===== src/hw/viterbi_pkg.sv =====
package viterbi_pkg;

    localparam logic MODE_DECODE = 1'b0;
    localparam logic MODE_ENCODE = 1'b1;

    localparam logic [2:0] GEN_A = 3'o7;        // drives upper symbol bit
    localparam logic [2:0] GEN_B = 3'o5;

    localparam int NUM_STATES = 4;

    typedef logic [1:0] sym_t;
    typedef logic [1:0] tstate_t;               // newest input bit on top
    typedef logic [5:0] pmetric_t;
    typedef logic [NUM_STATES-1:0] decision_t;  // 1 = upper predecessor

    localparam pmetric_t PM_MAX = 6'h3f;        // saturation value

    typedef enum logic [2:0] {
        ST_IDLE,
        ST_ENCODE,
        ST_SLICE,
        ST_METRIC,
        ST_TRELLIS,
        ST_FLUSH,
        ST_MEMWAIT,
        ST_TRACE
    } ctrl_state_t;

endpackage


===== src/hw/acs_unit.sv =====
`timescale 1ns/100ps

module acs_unit
    import viterbi_pkg::*;
#(
    parameter int FRAME_LEN = 16
)
(
    input  logic clk,
    input  logic rst,
    input  logic i_en,
    input  sym_t i_sym,
    input  logic i_sym_stb,
    input  logic [$clog2(FRAME_LEN)-1:0] i_step,
    output decision_t o_dec,
    output logic [$clog2(FRAME_LEN)-1:0] o_wr_step,
    output logic o_wr_stb
);

    pmetric_t pm [NUM_STATES];
    pmetric_t pm_nxt [NUM_STATES];
    decision_t dec_nxt;

    // hamming distance to the symbol of transition s --u-->
    function automatic logic [1:0] branch_metric(input sym_t rx, input tstate_t s, input logic u);
        logic [2:0] win;
        sym_t exp_sym;
        win = {u, s};
        exp_sym = {^(win & GEN_A), ^(win & GEN_B)};
        return {1'b0, rx[1] ^ exp_sym[1]} + {1'b0, rx[0] ^ exp_sym[0]};
    endfunction

    function automatic pmetric_t sat_add(input pmetric_t pm_in, input logic [1:0] bm);
        logic [6:0] sum;
        sum = {1'b0, pm_in} + {5'd0, bm};
        return sum[6] ? PM_MAX : sum[5:0];
    endfunction

    always_comb
    begin
        tstate_t nst;
        tstate_t p_lo;
        tstate_t p_hi;
        pmetric_t m_lo;
        pmetric_t m_hi;
        for (int s = 0; s < NUM_STATES; s++)
        begin
            nst = tstate_t'(s);
            p_lo = {nst[0], 1'b0};
            p_hi = {nst[0], 1'b1};
            m_lo = sat_add(pm[p_lo], branch_metric(i_sym, p_lo, nst[1]));
            m_hi = sat_add(pm[p_hi], branch_metric(i_sym, p_hi, nst[1]));
            dec_nxt[s] = (m_hi < m_lo);                 // tie keeps lower
            pm_nxt[s] = (m_hi < m_lo) ? m_hi : m_lo;
        end
    end

    always_ff @(posedge clk)
    begin
        if (!rst || !i_en)
        begin
            for (int s = 0; s < NUM_STATES; s++)
                pm[s] <= (s == 0) ? pmetric_t'(0) : PM_MAX;  // start in state 0
            o_wr_stb <= 1'b0;
        end
        else
        begin
            o_wr_stb <= i_sym_stb;
            if (i_sym_stb)
            begin
                pm <= pm_nxt;
                o_dec <= dec_nxt;
                o_wr_step <= i_step;
            end
        end
    end

endmodule


===== src/hw/codec_control.sv =====
`timescale 1ns/100ps

module codec_control
    import viterbi_pkg::*;
#(
    parameter int MEM_DELAY = 5
)
(
    input  logic clk,
    input  logic rst,
    input  logic i_en,
    input  logic i_mode_sel,
    input  logic i_sync,
    input  logic i_tb_done,
    output logic o_en_enc,
    output logic o_en_slice,
    output logic o_en_acs,
    output logic o_en_mem,
    output logic o_en_tb,
    output logic o_busy
);

    localparam int CNT_W = $clog2(MEM_DELAY + 1);

    ctrl_state_t state, nxt_state;
    logic [CNT_W-1:0] delay_cnt;
    logic [4:0] en_vec;     // enc, slice, acs, mem, tb

    always_ff @(posedge clk)
    begin
        if (!rst)
        begin
            state <= ST_IDLE;
            delay_cnt <= '0;
        end
        else
        begin
            state <= nxt_state;
            if (state == ST_MEMWAIT)
                delay_cnt <= delay_cnt + 1'b1;
            else
                delay_cnt <= '0;
        end
    end

    always_comb
    begin
        nxt_state = state;
        en_vec = 5'b00000;
        case (state)
            ST_IDLE:    nxt_state = (i_mode_sel == MODE_ENCODE) ? ST_ENCODE : ST_SLICE;
            ST_ENCODE:  en_vec = 5'b10000;
            ST_SLICE:
            begin
                en_vec = 5'b01000;
                nxt_state = ST_METRIC;
            end
            ST_METRIC:
            begin
                en_vec = 5'b01100;
                nxt_state = ST_TRELLIS;
            end
            ST_TRELLIS:
            begin
                en_vec = 5'b01110;
                if (i_sync)
                    nxt_state = ST_FLUSH;
            end
            ST_FLUSH:
            begin
                en_vec = 5'b00110;  // last decision still being written
                nxt_state = ST_MEMWAIT;
            end
            ST_MEMWAIT:
            begin
                en_vec = 5'b00010;
                if (delay_cnt == CNT_W'(MEM_DELAY - 1))
                    nxt_state = ST_TRACE;
            end
            ST_TRACE:
            begin
                en_vec = 5'b00011;
                if (i_tb_done)
                    nxt_state = ST_IDLE;
            end
            default:    nxt_state = ST_IDLE;
        endcase
        if (!i_en)
            nxt_state = ST_IDLE;
    end

    assign {o_en_enc, o_en_slice, o_en_acs, o_en_mem, o_en_tb} = i_en ? en_vec : 5'b00000;
    assign o_busy = (state != ST_IDLE);

    a_enc_tb_excl: assert property (@(posedge clk) disable iff (!rst)
        $onehot0({o_en_enc, o_en_tb}));

endmodule


===== src/hw/conv_encoder.sv =====
`timescale 1ns/100ps

module conv_encoder
    import viterbi_pkg::*;
(
    input  logic clk,
    input  logic rst,
    input  logic i_en,
    input  logic i_bit,
    input  logic i_bit_stb,
    output sym_t o_sym,
    output logic o_sym_stb
);

    tstate_t sr;            // two previous input bits
    logic [2:0] win;

    assign win = {i_bit, sr};

    always_ff @(posedge clk)
    begin
        if (!rst || !i_en)
        begin
            sr <= '0;
            o_sym_stb <= 1'b0;
        end
        else
        begin
            o_sym_stb <= i_bit_stb;
            if (i_bit_stb)
            begin
                sr <= {i_bit, sr[1]};
                o_sym <= {^(win & GEN_A), ^(win & GEN_B)};
            end
        end
    end

endmodule


===== src/hw/survivor_mem.sv =====
`timescale 1ns/100ps

module survivor_mem
    import viterbi_pkg::*;
#(
    parameter int FRAME_LEN = 16
)
(
    input  logic clk,
    input  logic i_en,
    input  logic i_wr_stb,
    input  logic [$clog2(FRAME_LEN)-1:0] i_wr_step,
    input  decision_t i_dec,
    input  logic [$clog2(FRAME_LEN)-1:0] i_rd_addr,
    output decision_t o_rd_dec
);

    decision_t mem [FRAME_LEN];     // one entry per trellis step

    always_ff @(posedge clk)
    begin
        if (i_en)
        begin
            if (i_wr_stb)
                mem[i_wr_step] <= i_dec;
            o_rd_dec <= mem[i_rd_addr];
        end
    end

    a_wr_in_range: assert property (@(posedge clk)
        (i_en && i_wr_stb) |-> (i_wr_step < FRAME_LEN));

endmodule


===== src/hw/symbol_slicer.sv =====
`timescale 1ns/100ps

module symbol_slicer
    import viterbi_pkg::*;
#(
    parameter int FRAME_LEN = 16
)
(
    input  logic clk,
    input  logic rst,
    input  logic i_en,
    input  sym_t i_sym,
    input  logic i_sym_stb,
    output sym_t o_sym,
    output logic o_sym_stb,
    output logic [$clog2(FRAME_LEN)-1:0] o_step,
    output logic o_sync
);

    localparam int STEP_W = $clog2(FRAME_LEN);

    logic [STEP_W-1:0] cnt;
    logic done;             // full frame received
    logic accept;

    assign accept = i_sym_stb && !done;

    always_ff @(posedge clk)
    begin
        if (!rst || !i_en)
        begin
            cnt <= '0;
            done <= 1'b0;
            o_sym_stb <= 1'b0;
            o_sync <= 1'b0;
        end
        else
        begin
            o_sym_stb <= accept;
            o_sync <= accept && (cnt == STEP_W'(FRAME_LEN - 1));
            if (accept)
            begin
                o_sym <= i_sym;
                o_step <= cnt;
                cnt <= cnt + 1'b1;
                if (cnt == STEP_W'(FRAME_LEN - 1))
                    done <= 1'b1;
            end
        end
    end

    a_no_extra_sym: assert property (@(posedge clk) disable iff (!rst)
        (i_en && done) |-> !i_sym_stb);

endmodule


===== src/hw/traceback.sv =====
`timescale 1ns/100ps

module traceback
    import viterbi_pkg::*;
#(
    parameter int FRAME_LEN = 16,
    parameter int DATA_BITS = FRAME_LEN - 2
)
(
    input  logic clk,
    input  logic rst,
    input  logic i_en,
    input  decision_t i_rd_dec,
    output logic [$clog2(FRAME_LEN)-1:0] o_rd_addr,
    output logic [DATA_BITS-1:0] o_dec_word,
    output logic o_dec_stb,
    output logic o_done
);

    localparam int STEP_W = $clog2(FRAME_LEN);

    logic [STEP_W-1:0] rd_step;     // step of the decision now on i_rd_dec
    logic issuing;
    logic rd_vld;
    tstate_t st;

    always_ff @(posedge clk)
    begin
        if (!rst || !i_en)
        begin
            o_rd_addr <= STEP_W'(FRAME_LEN - 1);
            issuing <= 1'b1;
            rd_vld <= 1'b0;
            st <= '0;               // tail bits leave encoder in state 0
            o_dec_stb <= 1'b0;
            o_done <= 1'b0;
        end
        else
        begin
            rd_vld <= issuing;
            rd_step <= o_rd_addr;
            if (issuing)
            begin
                if (o_rd_addr == '0)
                    issuing <= 1'b0;
                else
                    o_rd_addr <= o_rd_addr - 1'b1;
            end
            o_dec_stb <= 1'b0;
            o_done <= 1'b0;
            if (rd_vld)
            begin
                st <= {st[0], i_rd_dec[st]};
                if (rd_step < DATA_BITS)
                    o_dec_word[rd_step] <= st[1];   // bit k = data bit of step k
                if (rd_step == '0)
                begin
                    o_dec_stb <= 1'b1;
                    o_done <= 1'b1;
                end
            end
        end
    end

endmodule


===== src/hw/viterbi_codec_top.sv =====
`timescale 1ns/100ps

module viterbi_codec_top
    import viterbi_pkg::*;
#(
    parameter int FRAME_LEN = 16,
    parameter int DATA_BITS = FRAME_LEN - 2,
    parameter int MEM_DELAY = 5
)
(
    input  logic clk,
    input  logic rst,
    input  logic i_en,
    input  logic i_mode_sel,
    input  logic i_bit,
    input  logic i_bit_stb,
    input  sym_t i_sym,
    input  logic i_sym_stb,
    output sym_t o_sym,
    output logic o_sym_stb,
    output logic [DATA_BITS-1:0] o_dec_word,
    output logic o_dec_stb,
    output logic o_busy
);

    localparam int STEP_W = $clog2(FRAME_LEN);

    logic en_enc, en_slice, en_acs, en_mem, en_tb;
    logic sync, tb_done;
    sym_t sl_sym;
    logic sl_sym_stb;
    logic [STEP_W-1:0] sl_step;
    decision_t acs_dec;
    logic [STEP_W-1:0] acs_wr_step;
    logic acs_wr_stb;
    logic [STEP_W-1:0] rd_addr;
    decision_t rd_dec;

    codec_control #(.MEM_DELAY(MEM_DELAY)) ctrl_i (
        .clk(clk), .rst(rst), .i_en(i_en), .i_mode_sel(i_mode_sel),
        .i_sync(sync), .i_tb_done(tb_done),
        .o_en_enc(en_enc), .o_en_slice(en_slice), .o_en_acs(en_acs),
        .o_en_mem(en_mem), .o_en_tb(en_tb), .o_busy(o_busy)
    );

    conv_encoder enc_i (
        .clk(clk), .rst(rst), .i_en(en_enc), .i_bit(i_bit), .i_bit_stb(i_bit_stb),
        .o_sym(o_sym), .o_sym_stb(o_sym_stb)
    );

    symbol_slicer #(.FRAME_LEN(FRAME_LEN)) slice_i (
        .clk(clk), .rst(rst), .i_en(en_slice), .i_sym(i_sym), .i_sym_stb(i_sym_stb),
        .o_sym(sl_sym), .o_sym_stb(sl_sym_stb), .o_step(sl_step), .o_sync(sync)
    );

    acs_unit #(.FRAME_LEN(FRAME_LEN)) acs_i (
        .clk(clk), .rst(rst), .i_en(en_acs), .i_sym(sl_sym), .i_sym_stb(sl_sym_stb),
        .i_step(sl_step), .o_dec(acs_dec), .o_wr_step(acs_wr_step), .o_wr_stb(acs_wr_stb)
    );

    survivor_mem #(.FRAME_LEN(FRAME_LEN)) mem_i (
        .clk(clk), .i_en(en_mem), .i_wr_stb(acs_wr_stb), .i_wr_step(acs_wr_step),
        .i_dec(acs_dec), .i_rd_addr(rd_addr), .o_rd_dec(rd_dec)
    );

    traceback #(.FRAME_LEN(FRAME_LEN), .DATA_BITS(DATA_BITS)) tb_i (
        .clk(clk), .rst(rst), .i_en(en_tb), .i_rd_dec(rd_dec), .o_rd_addr(rd_addr),
        .o_dec_word(o_dec_word), .o_dec_stb(o_dec_stb), .o_done(tb_done)
    );

endmodule


===== config.mk =====
export PLATFORM = sky130hd
export DESIGN_NAME = viterbi_codec_top
export DESIGN_NICKNAME = d
export VERILOG_FILES = /design/src/hw/viterbi_pkg.sv /design/src/hw/acs_unit.sv /design/src/hw/codec_control.sv /design/src/hw/conv_encoder.sv /design/src/hw/survivor_mem.sv /design/src/hw/symbol_slicer.sv /design/src/hw/traceback.sv /design/src/hw/viterbi_codec_top.sv
export SDC_FILE = /design/constraint.sdc
export NUM_CORES = 1
export LEC_CHECK = 0
export ABC_CLOCK_PERIOD_IN_PS = 3700
export BUFFER_PORTS_ARGS = -buffer_cell sky130_fd_sc_hd__buf_2
export CAP_MARGIN = 40
export CELL_PAD_IN_SITES_DETAIL_PLACEMENT = 0
export CELL_PAD_IN_SITES_GLOBAL_PLACEMENT = 2
export CORE_ASPECT_RATIO = 0.8
export CORE_MARGIN = 8
export CORE_UTILIZATION = 30
export CTS_BUF_LIST = sky130_fd_sc_hd__clkbuf_4 sky130_fd_sc_hd__clkbuf_8
export CTS_CLUSTER_DIAMETER = 40
export CTS_CLUSTER_SIZE = 8
export DETAILED_ROUTE_END_ITERATION = 6
export GPL_TIMING_DRIVEN = 0
export PLACE_DENSITY = 0.61
export SLEW_MARGIN = 20
export SYNTH_ARGS = -nofsm -noshare
export SYNTH_HDL_FRONTEND = slang
export SYNTH_SLANG_ARGS = --single-unit

===== constraint.sdc =====
create_clock -name clk -period 3.7 [get_ports clk]
set_input_delay 0.185 -clock clk [delete_from_list [all_inputs] [get_ports clk]]
set_output_delay 0.185 -clock clk [all_outputs]
set_load 0.1 [all_outputs]

; ---- Word-level counts from Yosys, hierarchy flattened
; Memory sizes are Yosys's and may differ from the RTL's. A register that Yosys moved wholly into a read port is not among the register bits.
; Cells that the tools add are included.
[totals]
ff_bits = 84
ramBits = 64
inputBits = 9
out_inout_bits = 19
elab_cells = 129
n_memories = 1
[classes]
n_addsub = 15
order_cmp = 8
eq_ne = 12
n_mux = 30
bitwise_logic = 8
n_reduce_logical = 30
[memory_table]
columns = name, words, width, rd, rd_clocked_by_memory_dff, write_ports, line_no
row1 = mem_i.mem, 16, 4, 1, 1, 1, survivor_mem.sv:18  ; decision_t mem [FRAME_LEN];
[ops]
columns = cell, count
row1 = $mux 6, 12
row2 = $add 6x2->7, 8
row3 = $pmux 5 s7, 1
row4 = $lt 6x6->1, 4
row5 = $pmux 3 s7, 1
row6 = $eq 3x3->1 const B, 5
row7 = $bwmux 14, 1
row8 = $reduce_and 2->1, 7
row9 = $mux 3, 3
row10 = $add 1x1->2, 4
row11 = $logic_not 4->1, 2
row12 = $mux 1, 8
row13 = $not 1->1, 8
row14 = $reduce_bool 7->1, 1
row15 = $eq 3x2->1 const B, 2
row16 = $logic_not 1->1, 6
row17 = $reduce_xor 3->1, 2
row18 = $lt 4x5->1 const B, 1
row19 = $mux 5, 1
row20 = $add 4x1->4 const B, 1
row21 = $demux 1 s4, 1
row22 = $eq 4x4->1 const B, 1
row23 = $ge 4x1->1 const B, 1
row24 = $logic_or 1x1->1, 4
row25 = 15 further kinds, 18

; ---- Depth between registers and ports, before layout
; Gate-level depths: netlist of the first run.
[depth]
word_depth = 7
ltp_mapped = 17
mapped_depth_nobuf = 16

; ---- By module
; From an unflattened synthesis of the first run, not the netlist that was laid out.
[hier_totals]
cells_unflattened = 713
area_unflattened_um2 = 8219.1
[by_module_without_submodules]
columns = mod, n_inst, cells_per_inst, area_per_inst_um2
row1 = acs_unit, 1, 410, 3493.4
row2 = survivor_mem, 1, 131, 2711.4
row3 = traceback, 1, 79, 1023.5
row4 = symbol_slicer, 1, 33, 450.4
row5 = codec_control, 1, 46, 359.1
row6 = conv_encoder, 1, 14, 181.4

; ---- Worst setup path before layout of the first run
; Ideal clock, no wire load.
[synth_timing]
kind = reg2reg
from = register slice_i.o_sym[0]
to = register acs_i.pm[3] in the netlist's numbering
arrival_time_ps = 3481
t_required_ps = 3614
setup_slack_ps = 134
path_stages_with_launch = 17
n_path_buf = 1
path_cell_list = edfxtp_1 > inv_1 > ha_1 > inv_1 > ha_1 > nand2b_1 > a31oi_4 > and3_1 > mux2_2 > ha_1 > a41oi_1 > o21ai_0 > a21oi_1 > o221ai_2 > buf_4 > and3_1 > a211oi_1
[synth_between]
elab_chain_len = 6
word_cells_on_any_way = 9
cone_classes = add/sub: 4 / order compare: 1 / mux: 3 / bitwise: 1
[synth_rtl]
columns = item, line_no
row1 = "start, declared", symbol_slicer.sv:14  ; output sym_t o_sym,
row2 = "start signal, assigned", symbol_slicer.sv:43  ; o_sym <= i_sym;
row3 = $not 1->1 (no line), -
row4 = $add 1x1->2, acs_unit.sv:30  ; return {1'b0, rx[1] ^ exp_sym[1]} + {1'b0, rx[0] ^ exp_sym[0]};
row5 = $add 6x2->7, acs_unit.sv:35  ; sum = {1'b0, pm_in} + {5'd0, bm};
row6 = $mux 6, acs_unit.sv:36  ; return sum[6] ? PM_MAX : sum[5:0];
row7 = $lt 6x6->1, acs_unit.sv:54  ; pm_nxt[s] = (m_hi < m_lo) ? m_hi : m_lo;
row8 = $mux 6 *, acs_unit.sv:54
row9 = "end signal, assigned by index", acs_unit.sv:63  ; pm[s] <= (s == 0) ? pmetric_t'(0) : PM_MAX;
row10 = "end signal, assigned", acs_unit.sv:71  ; pm <= pm_nxt;
row11 = "end, declared", acs_unit.sv:20  ; pmetric_t pm [NUM_STATES];
; Mark *: on every way between the ends. The rest lies on a longest branch, timed or not.
; A chain may end at the register's enable or synchronous reset.

; ---- Worst setup path after layout of the first run
[layout_timing]
from = register slice_i.o_sym[1]
to = register acs_i.pm[8] in the netlist's numbering
[layout_between]
elab_chain_len = 6
word_cells_on_any_way = 9
cone_classes = add/sub: 4 / order compare: 1 / mux: 3 / bitwise: 1
[layout_rtl]
columns = item, line_no
row1 = $not 1->1 (no line), -
row2 = $add 1x1->2, acs_unit.sv:30
row3 = $add 6x2->7, acs_unit.sv:35
row4 = $mux 6, acs_unit.sv:36
row5 = $lt 6x6->1 *, -
row6 = named net acs_i.dec_nxt[2], acs_unit.sv:22  ; decision_t dec_nxt;
row7 = $mux 6 *, acs_unit.sv:54
; Mark *: on every way through the listed nets, which the timed path passes. The rest lies on a longest branch.

==> key figures, run 1 <==
Global routing
  • Largest net degree at the start of global routing: 18
  • First-pass GRT wire length: 31,060 µm
  • Total track usage: 12.72%
  • Gr ovfl total: 0
  • Initial antenna violation count: 0
  • Vias in the first global route: 5,306

Final layout
  • Final design utilization: 35.55%
  • Filler cell count: 2,596
  • Nets: 810
  • Diode count: 0
  • Area delta synth->final: 17.32%
  • Layout cells sized above 1: 23.51%

Timing
  • Clock Skew: 0.01480 ns
  • Fmax: 0.2867 GHz
  • Setup-failing EPs final: 0
  • Unrepaired setup endpoints after global routing: yes
  • Max-slew headroom: 48.18%
  • Slew at the pin closest to its max-slew limit: 0.7773 ns
  • Final hold violations: 0
  • Slew Viols, Final: 0
  • Post-route minimum period: 3.488 ns
  • Tcrit/Tclk final: 94.27%
  • Fin worst setup slack: 0.2120 ns
  • Hold Slack: 0.09386 ns

Logic synthesis
  • Post-synth top area share: 38.79%
  • EDFF count, synth: 102
  • Synth async-reset ratio: 0%
  • Average size of a mapped cell: 11.39 µm²
  • Commonest cells post-synth: 102 x edfxtp_1, 75 x nor2_1, 50 x dfxtp_1, 49 x nand2_1, 40 x ha_1
  • Seq/Total Area, Yosys: 51.47%
  • Ys Warns: 0
  • Syn nets: 742
  • Count leader, synth: edfxtp_1
  • Top cells by area, synth: edfxtp_1 39%, dfxtp_1 13%, ha_1 6.3%
  • Primary FF master, synth: edfxtp_1
  • Synth unique cells: 68
  • Cells after synthesis: 693
  • Yosys top cell by area: edfxtp_1
  • Cell Area, Synth: 7896 µm²
  • Yosys reg bits: 152

Detailed routing
  • Via count: 5,482
  • Via/cell ratio: 4.847
  • Starting DRT DRC Count: 318
  • Routed wire length: 20,000 µm
  • Post-route DRC: 0
  • Antenna Nets Post-Route: 0
  • 1st-pass router iterations: 4
  • Wire length per cell: 17.68 µm

Setup path
  • Crit. End Element: flip-flop
  • Slowest CP cell: a221o_1
  • Largest delay share family, worst path: compound AO/OA/AOI/OAI gates
  • Crit-path max FO: 10
  • Worst r2r dst: acs_i.pm[8]
  • CP max stage delay: 0.39 ns
  • Launch point of the worst reg-to-reg path: slice_i.o_sym[1]
  • R2R depth: 15
  • CP cell instances: inv_2, ha_4, ha_4, a21oi_2, a31oi_4, nand2_1, mux2i_2, ha_1, a21oi_1, nand2_1, a221o_1, a311oi_2, buf_6, nor2_2, o32a_1
  • Crit start category: flip-flop
  • Setup CP Type: flip-flop to flip-flop
  • Crit path depth: 15
  • Crit path buf inv count: 2
  • CP Launch Point: slice_i.o_sym[1]
  • Setup crit end: acs_i.pm[8]
  • WP data arrival: 3.84 ns
  • R2r setup slk: 0.21 ns
  • Req. time, crit path: 4.05 ns

Place
  • Pre-CTS WS: -0.4645 ns
  • Gp weighted congestion: 0.7995
  • Final HPWL DP: 14,630 µm
  • Number of port buffers: 27

Clock tree
  • Number of buffers created by CTS: 17
  • CTS tree: built
  • Root Buffer: clkbuf_8
  • Max Root-Sink Buffers: 2
  • Worst-Skew Late Latency: 0.45 ns
  • Clk slew on worst S/H paths: 0.10 ns
  • CTS Sinks: 152
  • H-tree depth: 4

Floorplanning
  • Core box area: 26,060 µm²
  • I/O pin count: 28
  • Initial Utilization: 30.30%
  • Die area: 31,800 µm²
  • Die width: 197.4 µm
  • Standard-cell rows: 53
  • Die Ht: 161.1 µm

Power and ir drop
  • Pwr Density: 335.7 nW/µm²
  • Leakage: 3.313 nW
  • Peak supply drop: 0.2149 mV

Min path
  • Worst Hold Depth: 3
  • Worst Hold Class: primary input to flip-flop

Job
  • Max-cap violation count: 0

Status
  • Outcome: completed
==> registers in the layout (all words and copies together), names as in the netlist, 2 cells and up <==
register and count:
acs_i.o_dec 4, ctrl_i.delay_cnt 3, enc_i.o_sym 2, mem_i.mem 64, mem_i.o_rd_dec 4, slice_i.o_sym 2
acs_i.o_wr_step 4, tb_i.o_dec_word 14, acs_i.pm 24, tb_i.st 2, enc_i.sr 2, tb_i.rd_step 4
tb_i.o_rd_addr 4, slice_i.cnt 4, ctrl_i.state 3, slice_i.o_step 4
==> kinds of logic (layout without fill, tap and decap cells) <==
| logic type | count (synthesis) | count (layout) | share of synthesized area (%) |
|---|---|---|---|
| AND/OR/NAND/NOR | 249 | 249 | 15.91 |
| adder cells (fa/ha/maj) | 40 | 40 | 6.338 |
| flip-flops | 152 | 152 | 51.47 |
| multiplexers | 37 | 37 | 7.923 |
| AO/OA/AOI/OAI | 122 | 122 | 11.09 |
| XOR/XNOR | 31 | 31 | 3.438 |
| buffers and inverters | 62 | 143 | 3.835 |
==> power breakdown <==
group	total, W	internal [W]	switching, W
Sequential	0.00179	0.00179	0.00000160
Clock	0.00122	0.000503	0.000714
Combinational	0.0000999	0.0000404	0.0000595
Total	0.00311	0.00233	0.000775
==> placed cells by master (no fill, tap or decap), types with 8 or more instances in the layout <==
cell / synthesis / final
nand2_1: 49 / 49
clkbuf_1: 11 / 10
mux2i_1: 13 / 10
mux4_2: 20 / 20
o21ai_0: 19 / 17
a21oi_1: 34 / 29
and2_1: 8 / 8
xnor2_1: 20 / 20
buf_2: 9 / 37
clkbuf_8: 0 / 17
and3_1: 16 / 16
xor2_1: 11 / 11
a21o_1: 8 / 8
dfxtp_1: 50 / 50
inv_1: 27 / 24
nand3_1: 13 / 13
nor3_1: 23 / 23
buf_4: 5 / 19
edfxtp_1: 102 / 102
ha_1: 40 / 33
nor2_1: 75 / 75
nand2b_1: 16 / 15
a31oi_1: 10 / 8
==> final cells by class <==
| type | count | area [µm²] | area share (%) |
|---|---|---|---|
| plain buffers | 34 | 202.7 | 2.188 |
| inverters | 28 | 110.1 | 1.189 |
| clock buffers | 18 | 241.5 | 2.607 |
| clock inverters | 14 | 128.9 | 1.391 |
| flip-flops and latches | 152 | 4064 | 43.87 |
| well taps | 357 | 446.7 | 4.822 |
| repair buffers | 49 | 314.1 | 3.390 |
| multi-input cells | 479 | 3756 | 40.55 |
==> per-layer routing <==
layer	global-route usage (%)	routed length, µm
met2	18.08	8369
met1	19.29	10620
met4	2.902	184
met5	0	0
met3	2.620	821
==> through the flow <==
step | TNS [ns] | cell area (µm²) | instances | power [W]
final | 0 | 9264 | 1131 | 0.003110
after CTS | 0 | 8997 | 1118 | 0.003149
after global placement | -5.477 | 8478 | 1077 | 0.001917
after detailed placement | -6.361 | 8484 | 1078 | 0.001918
after global routing | -0.01847 | 9264 | 1131 | 0.003235
after floorplan | 0 | 7896 | 693 | 0.001894
==> worst min path at each step <==
stage	startpoint	end	slack, ns
6_report	rst	ctrl_i.delay_cnt[1]	0.09
5_1_grt	rst	ctrl_i.delay_cnt[2]	0.09
4_1_cts	rst	ctrl_i.delay_cnt[1]	0.07
3_5_place_dp	i_sym[1]	slice_i.o_sym[1]	0.40
3_3_place_gp	i_sym[0]	slice_i.o_sym[0]	0.41
2_1_floorplan	i_sym[0]	slice_i.o_sym[0]	0.28
==> tightest hold or removal path: stages <==
cell,delay [ns]
buf_2,0.13
nand4b_1,0.14
nor2_1,0.05
==> repair_timing <==
action                                  CTS  global route
gates resized for setup                  18            30
endpoints found under the hold margin     5             0
hold buffers                              5             0
gates cloned                              0             1
buffers inserted                          3            11
pin swaps                                 5            10
endpoints found under the setup margin   24            21
(Power assumes the default switching activity.)
==> run 2, diff against run 1 <==
--- a/config.mk
+++ b/config.mk
@@ -12,13 +12,13 @@
 export CELL_PAD_IN_SITES_GLOBAL_PLACEMENT = 2
 export CORE_ASPECT_RATIO = 0.8
 export CORE_MARGIN = 8
-export CORE_UTILIZATION = 30
+export CORE_UTILIZATION = 40
 export CTS_BUF_LIST = sky130_fd_sc_hd__clkbuf_4 sky130_fd_sc_hd__clkbuf_8
 export CTS_CLUSTER_DIAMETER = 40
 export CTS_CLUSTER_SIZE = 8
 export DETAILED_ROUTE_END_ITERATION = 6
 export GPL_TIMING_DRIVEN = 0
-export PLACE_DENSITY = 0.61
+export PLACE_DENSITY = 0.78
 export SLEW_MARGIN = 20
 export SYNTH_ARGS = -nofsm -noshare
 export SYNTH_HDL_FRONTEND = slang
==> run 2 against run 1 <==
The flow now finishes with violations (DRC); power grew 2.3%; register-to-register slack lost 0.13 ns; maximum frequency shrank 3.6%; sequential power is essentially flat; global-route usage grew 2.6 points; core utilization grew 12 points; non-clock buffer count grew 6; clock skew shrank 0.0050 ns; via count grew 0.62%; largest power group unchanged; highest routed layer unchanged.
==> key figures, run 2 (synthesized netlist as in run 1, its figures left out) <==
Status
  • Outcome: complete, but fails checks
  • Violated checks: DRC

Place
  • Number of port buffers: 27
  • Final HPWL DP: 13,270 µm
  • Gp weighted congestion: 0.7976
  • Pre-CTS WS: -0.4854 ns

Clock tree
  • Clk slew on worst S/H paths: 0.09 ns
  • Number of buffers created by CTS: 17
  • H-tree depth: 4
  • CTS Sinks: 152
  • Worst-Skew Late Latency: 0.45 ns
  • Max Root-Sink Buffers: 2
  • Root Buffer: clkbuf_8
  • CTS tree: built

Detailed routing
  • Via count: 5,516
  • Post-route DRC: 1
  • Wire length per cell: 17.86 µm
  • Antenna Nets Post-Route: 0
  • Routed wire length: 18,650 µm
  • 1st-pass router iterations: 7
  • Starting DRT DRC Count: 412
  • Via/cell ratio: 5.284

Final layout
  • Regs by FF count: mem_i.mem: 64 flops, acs_i.pm: 24 flops, tb_i.o_dec_word: 14 flops
  • Largest register FFs: 64
  • Most common cell after layout, fill and taps aside: edfxtp_1
  • Largest Register: mem_i.mem
  • Filler cell count: 1,824
  • Diode count: 0
  • Layout cells sized above 1: 24.10%
  • Area delta synth->final: 16.75%
  • Commonest cells after routing, fill and taps aside: 102 x edfxtp_1, 75 x nor2_1, 50 x dfxtp_1
  • Nets: 816

Power and ir drop
  • Peak supply drop: 0.1925 mV
  • Leakage: 3.359 nW
  • Overall Power: 0.003180 W
  • Pwr Density: 345.0 nW/µm²

Setup path
  • Crit start category: flip-flop
  • WP data arrival: 3.92 ns
  • Setup CP Type: flip-flop to flip-flop
  • CP cell instances: buf_4, buf_4, ha_2, buf_6, nand2b_4, a31oi_4, a31oi_1, a31oi_1, ha_1, a21oi_1, nand2_1, a221o_1, a311oi_2, buf_6, buf_4, or2_1, a31oi_1
  • Slowest CP cell: edfxtp_1
  • Crit path buf inv count: 5
  • Crit. End Element: flip-flop
  • CP max stage delay: 0.42 ns
  • Crit-path max FO: 8
  • Largest delay share family, worst path: compound AO/OA/AOI/OAI gates
  • Req. time, crit path: 4.00 ns

Floorplanning
  • Die Ht: 141.7 µm
  • Die area: 24,520 µm²
  • Standard-cell rows: 46
  • Core box area: 19,570 µm²
  • Initial Utilization: 40.35%
  • I/O pin count: 28
  • Die width: 173.1 µm

Timing
  • Unrepaired setup endpoints after global routing: yes
  • Slew at the pin closest to its max-slew limit: 0.8176 ns
  • Setup-failing EPs final: 0
  • Hold Slack: 0.09277 ns
  • Clock Skew: 0.009769 ns
  • Post-route minimum period: 3.617 ns
  • Final hold violations: 0
  • Tcrit/Tclk final: 97.75%
  • Max-slew headroom: 45.49%
  • Slew Viols, Final: 0
  • Fmax: 0.2765 GHz
  • Fin worst setup slack: 0.08309 ns

Global routing
  • Vias in the first global route: 5,370
  • Total track usage: 15.34%
  • First-pass GRT wire length: 29,440 µm
  • Largest net degree at the start of global routing: 18
  • Initial antenna violation count: 0
  • Gr ovfl total: 0

Job
  • Max-cap violation count: 0

Min path
  • Worst Hold Class: primary input to flip-flop
## run 2: changes by cell type in the layout (fill, tap and decap cells not counted), moves of 3 or more
cell	previous run	this run
inv_6	7	3
buf_4	19	24
ha_2	0	4
clkinv_2	0	3
clkinvlp_4	3	0
clkinv_4	1	5
## run 2: final cells by class
cell class	count	area [µm²]	share of cell area, %
Clock inverter	15	167.7	1.819
Multi-Input combinational cell	479	3747	40.65
Sequential cell	152	4064	44.08
Timing Repair Buffer	55	366.6	3.977
Inverter	28	107.6	1.167
Clock buffer	17	234.0	2.538
Tap cell	264	330.3	3.583
Buffer	34	201.4	2.185
## run 2: power by group
part	leakage (nW)	internal [W]	switching [W]
Clock	0.209	0.000615	0.000675
Sequential	1.35	0.00179	0.00000168
Combinational	1.80	0.0000391	0.0000581
Total	3.36	0.00245	0.000735
## run 2: worst paths after layout
check	start	end	slack, ns	depth (start not counted)
setup reg to reg	slice_i.o_sym[1]	acs_i.pm[9]	0.08	17
hold / removal	rst	ctrl_i.delay_cnt[1]	0.09	3
hold reg to reg	tb_i.o_rd_addr[3]	tb_i.rd_step[3]	0.43	0
setup / recovery	slice_i.o_sym[1]	acs_i.pm[9]	0.08	17
## run 2: metrics by stage
stage	instances	cell area, µm²	util (%)	TNS [ns]
6_report	1044	9219	47.11	0
5_1_grt	1044	9219	47.11	-0.05045
4_1_cts	1029	8956	45.77	0
3_5_place_dp	986	8382	42.83	-5.632
3_3_place_gp	984	8362	42.73	-4.397
2_1_floorplan	693	7896	-	0
## run 2: metal layers
layer | track usage, % | share of wire (%) | vias to the layer above
li1 | - | - | 2696
met1 | 21.94 | 51 | 2690
met2 | 22.70 | 44 | 121
met3 | 4.117 | 4.6 | 9
met4 | 3.759 | 0.64 | 0
met5 | 0 | 0 | -
## run 2: worst reg2reg max path, cell delays in order, from the launching register on
cell and delay [ns]:
edfxtp_1 0.42, buf_4 0.15, buf_4 0.14, ha_2 0.17
buf_6 0.13, nand2b_4 0.14, a31oi_4 0.27, a31oi_1 0.13
a31oi_1 0.24, ha_1 0.31, a21oi_1 0.15, nand2_1 0.07
a221o_1 0.37, a311oi_2 0.30, buf_6 0.15, buf_4 0.12
or2_1 0.10, a31oi_1 0.08
## run 2: repair_timing
action | in CTS | in global routing
setup endpoints to repair | 25 | 20
resized for setup | 20 | 31
hold endpoints to repair | 5 | 0
pin swaps | 6 | 15
hold buffers | 5 | 0
buffers inserted | 6 | 15
